**src/hw/dma_ram_config.svh**
```systemverilog
// DMA RAM configuration

`ifndef DMA_RAM_CONFIG_SVH
`define DMA_RAM_CONFIG_SVH

// ---------------------------------------------------------------------------
// Segment layout
// ---------------------------------------------------------------------------

// Number of independent segments
`define DMA_RAM_SEGS 2

`define DMA_RAM_SEG_DATA_W 32   // Data bits per segment
`define DMA_RAM_SEG_BE_W 4      // Byte enables per segment, data width / 8
`define DMA_RAM_SEG_ADDR_W 10   // Command address width per segment

// ---------------------------------------------------------------------------
// Storage and read path
// ---------------------------------------------------------------------------

// Total RAM size in bytes, spread over all segments
`define DMA_RAM_SIZE 2048

// Default depth of the read response pipeline
// The memory output register counts as the first stage
`define DMA_RAM_RD_PIPELINE 2

`endif

```
**src/hw/dma_ram_pkg.sv**
```systemverilog
// DMA RAM shared types

`include "dma_ram_config.svh"
`default_nettype none

package dma_ram_pkg;

    // -----------------------------------------------------------------------
    // Per-segment command fields
    // -----------------------------------------------------------------------

    // One data word of a segment
    typedef logic [`DMA_RAM_SEG_DATA_W-1:0] seg_data_t;

    typedef logic [`DMA_RAM_SEG_BE_W-1:0] seg_be_t;      // One bit per data byte
    typedef logic [`DMA_RAM_SEG_ADDR_W-1:0] seg_addr_t;  // Row address as issued by DMA

    // -----------------------------------------------------------------------
    // Derived storage geometry
    // -----------------------------------------------------------------------

    // Row address bits actually decoded by each segment array
    // Each row holds one word per segment, so the byte size splits across
    // segments times bytes per word
    localparam int INT_ADDR_W =
        $clog2(`DMA_RAM_SIZE / (`DMA_RAM_SEGS * `DMA_RAM_SEG_BE_W));

endpackage

`default_nettype wire

```
**src/hw/dma_ram_rd_pipe.sv**
```systemverilog
// DMA RAM read response pipeline

`include "dma_ram_config.svh"
`default_nettype none

module dma_ram_rd_pipe #(
    parameter int PIPELINE = `DMA_RAM_RD_PIPELINE  // Stage count, 1 or more
) (
    input  logic                   clk_rd,
    input  logic                   rst_rd,

    // Read command
    input  logic                   rd_cmd_valid,
    input  dma_ram_pkg::seg_addr_t rd_cmd_addr,
    output logic                   rd_cmd_ready,

    // To the segment storage
    output logic                   rd_en,
    output dma_ram_pkg::seg_addr_t rd_addr,
    input  dma_ram_pkg::seg_data_t rd_stage0_data,

    // Read response
    output logic                   rd_resp_valid,
    output dma_ram_pkg::seg_data_t rd_resp_data,
    input  logic                   rd_resp_ready
);

    if (PIPELINE < 1) begin : g_depth_check
        $fatal(1, "PIPELINE must be at least 1, got %0d", PIPELINE);
    end

    logic [PIPELINE-1:0] valid_q;     // One valid bit per stage, last is output
    logic [PIPELINE-1:0] valid_d;
    logic [PIPELINE-1:0] stage_open;  // Stage k may load from stage k-1

    dma_ram_pkg::seg_data_t stage_data [PIPELINE];

    // -----------------------------------------------------------------------
    // Advance rule
    // -----------------------------------------------------------------------

    // A stage can take new data when the output drains or when it or any
    // stage after it is empty, so bubbles get squeezed out under stall
    always_comb begin
        for (int k = 0; k < PIPELINE; k++) begin
            stage_open[k] = rd_resp_ready || ((~valid_q >> k) != '0);
        end
    end

    assign rd_cmd_ready = stage_open[0];                // Same rule feeds stage 0
    assign rd_en        = rd_cmd_valid && rd_cmd_ready;
    assign rd_addr      = rd_cmd_addr;

    // -----------------------------------------------------------------------
    // Valid bits
    // -----------------------------------------------------------------------

    always_comb begin
        valid_d = valid_q;
        if (rd_resp_ready) begin
            valid_d[PIPELINE-1] = 1'b0;  // Response taken
        end
        // Walk from the output back so a moved stage can be refilled
        for (int k = PIPELINE - 1; k > 0; k--) begin
            if (stage_open[k]) begin
                valid_d[k]   = valid_q[k-1];
                valid_d[k-1] = 1'b0;
            end
        end
        if (rd_en) begin
            valid_d[0] = 1'b1;
        end
    end

    always_ff @(posedge clk_rd) begin
        if (rst_rd) begin
            valid_q <= '0;
        end else begin
            valid_q <= valid_d;
        end
    end

    // -----------------------------------------------------------------------
    // Data stages
    // -----------------------------------------------------------------------

    assign stage_data[0] = rd_stage0_data;  // Held in the storage block

    for (genvar k = 1; k < PIPELINE; k++) begin : g_stage
        dma_ram_pkg::seg_data_t data_q;

        always_ff @(posedge clk_rd) begin
            if (stage_open[k]) begin
                data_q <= stage_data[k-1];
            end
        end

        assign stage_data[k] = data_q;
    end

    assign rd_resp_valid = valid_q[PIPELINE-1];
    assign rd_resp_data  = stage_data[PIPELINE-1];

    // -----------------------------------------------------------------------
    // Checks
    // -----------------------------------------------------------------------

    // Stalled response must not move or change
    a_resp_hold: assert property (
        @(posedge clk_rd) disable iff (rst_rd)
        (rd_resp_valid && !rd_resp_ready) |=> (rd_resp_valid && $stable(rd_resp_data))
    ) else $error("Read response changed under back-pressure");

    // A full stalled pipe keeps every item and stage 0 is not reloaded
    a_no_overfill: assert property (
        @(posedge clk_rd) disable iff (rst_rd)
        ((&valid_q) && !rd_resp_ready) |=> ((&valid_q) && $stable(rd_stage0_data))
    ) else $error("Read command accepted into a full stalled pipeline");

endmodule

`default_nettype wire

```
**config.mk**
```make
export PLATFORM = sky130hd
export DESIGN_NAME = dma_ram_rd_pipe
export DESIGN_NICKNAME = d
export VERILOG_FILES = /design/src/hw/dma_ram_pkg.sv /design/src/hw/dma_ram_rd_pipe.sv
export VERILOG_INCLUDE_DIRS = /design/src /design/src/hw
export SDC_FILE = /design/constraint.sdc
export NUM_CORES = 1
export LEC_CHECK = 0
export BUFFER_PORTS_ARGS = -buffer_cell sky130_fd_sc_hd__buf_2
export CAP_MARGIN = 20
export CORE_MARGIN = 8
export CORE_UTILIZATION = 32
export CTS_CLUSTER_SIZE = 24
export DETAILED_ROUTE_END_ITERATION = 8
export GPL_TIMING_DRIVEN = 0
export PLACE_DENSITY = 0.68
export SYNTH_ARGS = -nofsm -noshare
export SYNTH_HDL_FRONTEND = slang
export SYNTH_SLANG_ARGS = --single-unit
```
**constraint.sdc**
```tcl
create_clock -name clk_rd -period 1.9 [get_ports clk_rd]
set_input_delay 0.475 -clock clk_rd [delete_from_list [all_inputs] [get_ports clk_rd]]
set_output_delay 0.475 -clock clk_rd [all_outputs]
set_load 0.01 [all_outputs]
```
# After elaboration in Yosys (flattened, before gate mapping)
# Cells that the tools add are included.
# totals
register_bits,34
in_bits,46
# classes
muxes,3
n_bitwise,1
reduce_logical,6
# ops
operator,n
2-bit nonzero test,3
1-bit logical OR,2
1-bit two-way mux,2
2-bit two-way mux,1
2-bit NOT,1
1-bit logical AND,1

# Depth between registers and ports, before layout
# logic_depth
word_depth,5
depth_mapped,2
ltp_nobuf,2

# Worst setup path before layout
# Ideal clock, no wire load.
# synth_timing
kind,input to register
from,in rd_resp_ready
to,reg g_stage[1].data_q[0] (netlist: rd_resp_data[0]) (enable)
arrival_ns,1.306
t_required_ns,1.505
setup_slack_ns,0.199
cell_stages,1
path_buffers,0
cell_sequence,nand2b_1
# synth_between
elab_chain_cells,1
# synth_lines
element,line_no,source
start: declaration,dma_ram_rd_pipe.sv:25,input logic rd_resp_ready
1-bit logical OR,dma_ram_rd_pipe.sv:46,stage_open[k] = rd_resp_ready || ((~valid_q >> k) != '0);
end signal: assignment,dma_ram_rd_pipe.sv:94,data_q <= stage_data[k-1];
end: declaration,dma_ram_rd_pipe.sv:90,dma_ram_pkg::seg_data_t data_q;
# No other way between the ends.
# A chain may end at the register's enable or synchronous reset.

# Final worst setup path
# layout_timing
from,reg valid_q[1]
to,out rd_en
# layout_between
elab_chain_cells,4
# layout_lines
element,line_no,source
start: declaration,dma_ram_rd_pipe.sv:32,logic [PIPELINE-1:0] valid_q;
start signal: assignment,dma_ram_rd_pipe.sv:79,valid_q <= valid_d;
2-bit NOT,dma_ram_rd_pipe.sv:46,
2-bit nonzero test,dma_ram_rd_pipe.sv:46,
1-bit logical OR,dma_ram_rd_pipe.sv:46,
1-bit logical AND,dma_ram_rd_pipe.sv:51,assign rd_en = rd_cmd_valid && rd_cmd_ready;
end: declaration,dma_ram_rd_pipe.sv:18,"output logic rd_en,"
# No other way between the ends.

==> key figures <==
Power
  – Total Power: between 0.001 and 0.0015 W
  – Logic pwr share: 0.114
  – Switching power: 0.000303 W
  – Sw frac: 0.219
  – Worst VDD drop: around 0.37 mV
  – Clock share of power: 0.250
  – Power Internal: 0.00108 W
  – Leak Pwr: about 0.77 nW
  – Pwr/cell area: between 800 and 900 mW/mm²
  – Seq pwr share: 0.636

Synth
  – Compound-gate portion of the synthesized area: 0.00899
  – Distinct cells, synth: 8
  – Yosys warnings: 0
  – Post-synth top flop: edfxtp_1
  – Synth Area in Simple Gates: 0.0180
  – Synth Area in Adders: 0
  – Most frequent cell after synthesis: edfxtp_1
  – Post-Syn Instances: around 50
  – Synth async-reset ratio: 0
  – Yosys top cell area share: 0.863
  – Cells taking the most area after synthesis: edfxtp_1 (86%), buf_4 (6.7%), dfxtp_1 (3.6%)
  – Main combinational cell family by area after synthesis: buffers and inverters
  – Post-synth top area cell: edfxtp_1
  – Netlist Area Pre-Place: about 0.0011 mm²
  – Number of synthesized flops with an enable pin: 32
  – Synth cell count leaders: edfxtp_1 (32), buf_4 (10), a21oi_1 (2), dfxtp_1 (2), inv_1 (2)
  – Synth Area in XOR/XNOR: 0
  – Mean Syn Cell Area: 21.8 µm²
  – FF+latch count, synth: 34
  – Post-synthesis sequential area ratio: 0.899
  – Synth Net Count: a little under 100
  – Mux share of post-synthesis cell area: 0

Global route
  – Initial antenna violation count: 0
  – Grt met2 use: 0.151
  – GRT Total Usage: 0.100
  – GR Util met1: 0.0955
  – Busiest grt layer: met2
  – Met3 Use GR: 0.0719
  – First-pass GRT wire length: 3960 µm
  – Largest net degree at the start of global routing: 24
  – Number of global-route vias before repair: 866
  – Total gr overflow: 0

Clock tree
  – Clk sink count: 34
  – TritonCTS clock tree: yes
  – Number of gates resized after cts: 0
  – CTS root buf: clkbuf_4
  – Hold buffer count at CTS: 0
  – Total CTS buffers: 5
  – Skew-Pair Late Insertion Delay: 0.32 ns
  – Setup Fix Bufs, Post-CTS: 0
  – Maximum buffer depth of the clock tree: 2
  – Htree depth: 2
  – Reg clk slew, reported paths: roughly 0.090 ns

Routing
  – Initial DRC count: 47
  – Total Wirelength: ~2700 µm
  – Final ANT Viol Nets: 0
  – Via count: ~760
  – DRC: 0
  – Routed wire per std cell: about 15 µm
  – Initial DRT Pass Iterations: 3
  – Vias per cell: between 4 and 5

Timing
  – Setup-failing EPs final: 0
  – Worst Skew: approximately 0.0038 ns
  – Final hold vios: 0
  – RSZ-0062 raised after global routing: false
  – Setup TNS: 0 ns
  – Relative slew slack: 0.640
  – Final period util: 0.829
  – Fmax: approximately 630 MHz
  – Max Slew Vio Count: 0
  – Fin crit period: 1.58 ns
  – Least-Margin Pin Slew: between 0.5 and 0.6 ns

Floorplanning
  – Chip height: 75.0 µm
  – Die span in x: between 70 and 80 µm
  – Initial Util: 0.334
  – Number of I/O pins: around 90
  – Row count: 21
  – Die area: roughly 0.0056 mm²
  – Core Area: around 0.0033 mm²

Layout
  – Final core utilization: 0.490
  – Share of cells above drive strength 1: 0.705
  – Fin area: about 0.0016 mm²
  – Area Overhead vs Synth: 46.7%
  – Layout Cells excl Fill: approximately 190
  – Final Net Count: between 150 and 200
  – Antenna cells: 0

Hold path
  – WHS Path Cells: 2
  – Hold WC Path Type: input port to flip-flop

Worst setup path
  – Crit end category: primary output
  – FF-to-FF path depth: 2
  – Arr. time, crit path: 1.10 ns
  – Critical path required time: around 1.4 ns
  – Crit start category: flip-flop
  – Crit Path Category: flip-flop to primary output
  – Crit-path max FO: 3

Placed design
  – Placed instance area: 0.00159 mm²
  – Dpl cells: approximately 180
  – Port Buffers: 80
  – RD Place Congestion: 0.720

Job
  – Max Cap Viol: 0

Run status
  – Outcome: finished, final reports clean
==> per-layer routing <==
metal | wire, µm | share of wire | vias up
li1 | - | - | 353
met4 | 59 | 0.022 | 0
met3 | 541 | 0.20 | 6
met1 | 974 | 0.36 | 330
met5 | 0 | 0 | -
met2 | 1140 | 0.42 | 73
==> placed cells by master, fill, tap and decap left out, drive strengths merged <==
cell and count:
edfxtp 32, nand3b 1, buf 91, inv 2, a21oi 2, clkinv 2
nand2b 1, and2 1, clkbuf 5, dfxtp 2
==> state kept, by name, indices dropped and copies added (netlist names) <==
signal / cells
rd_resp_data: 32
valid_q: 2
==> per-stage QoR <==
step	setup WS, ns	hold slack, ns
after floorplan	0.199	0.420
after CTS	0.296	0.291
after global routing	0.252	0.286
after detailed placement	0.293	0.434
after global placement	-0.117	0.430
final	0.325	0.313
==> critical path: stages, from the launching register on <==
cell      delay [ns]
dfxtp_1         0.36
nand3b_1        0.12
and2_1          0.17
buf_2           0.13
==> power by group through the flow <==
stage | Sequential (W) | Combinational [W] | Clock (W)
6_report | 0.000883 | 0.000159 | 0.000347
5_1_grt | 0.000888 | 0.000173 | 0.000398
4_1_cts | 0.000884 | 0.000164 | 0.000368
3_5_place_dp | 0.000901 | 0.000164 | 0
3_3_place_gp | 0.000899 | 0.000158 | 0
2_1_floorplan | 0.000929 | 0.0000327 | 0
==> final cells by class <==
type / instances / area (µm²)
fill: 313 / 1700
sequential: 34 / 1000
timing repair buffer: 81 / 415
buffer: 10 / 75.1
tap: 46 / 57.6
clock buffer: 5 / 37.5
multi-input combinational: 5 / 30.0
clock inverter: 2 / 10.0
inverter: 2 / 7.51
==> logic make-up after synthesis <==
| family | after synthesis |
|---|---|
| flops | 34 |
| compound gates | 2 |
| simple gates | 3 |
| buf+inv | 12 |
==> path summary, 6_finish.rpt <==
| check | startpoint | end | slack, ns |
|---|---|---|---|
| min | rst_rd | valid_q[0] | 0.31 |
| min reg2reg | valid_q[0] | valid_q[1] | 0.45 |
| max reg2reg | valid_q[1] | rd_resp_data[13] | 0.61 |
| max | valid_q[1] | rd_en | 0.32 |
Power figures use the tool's default switching activity.
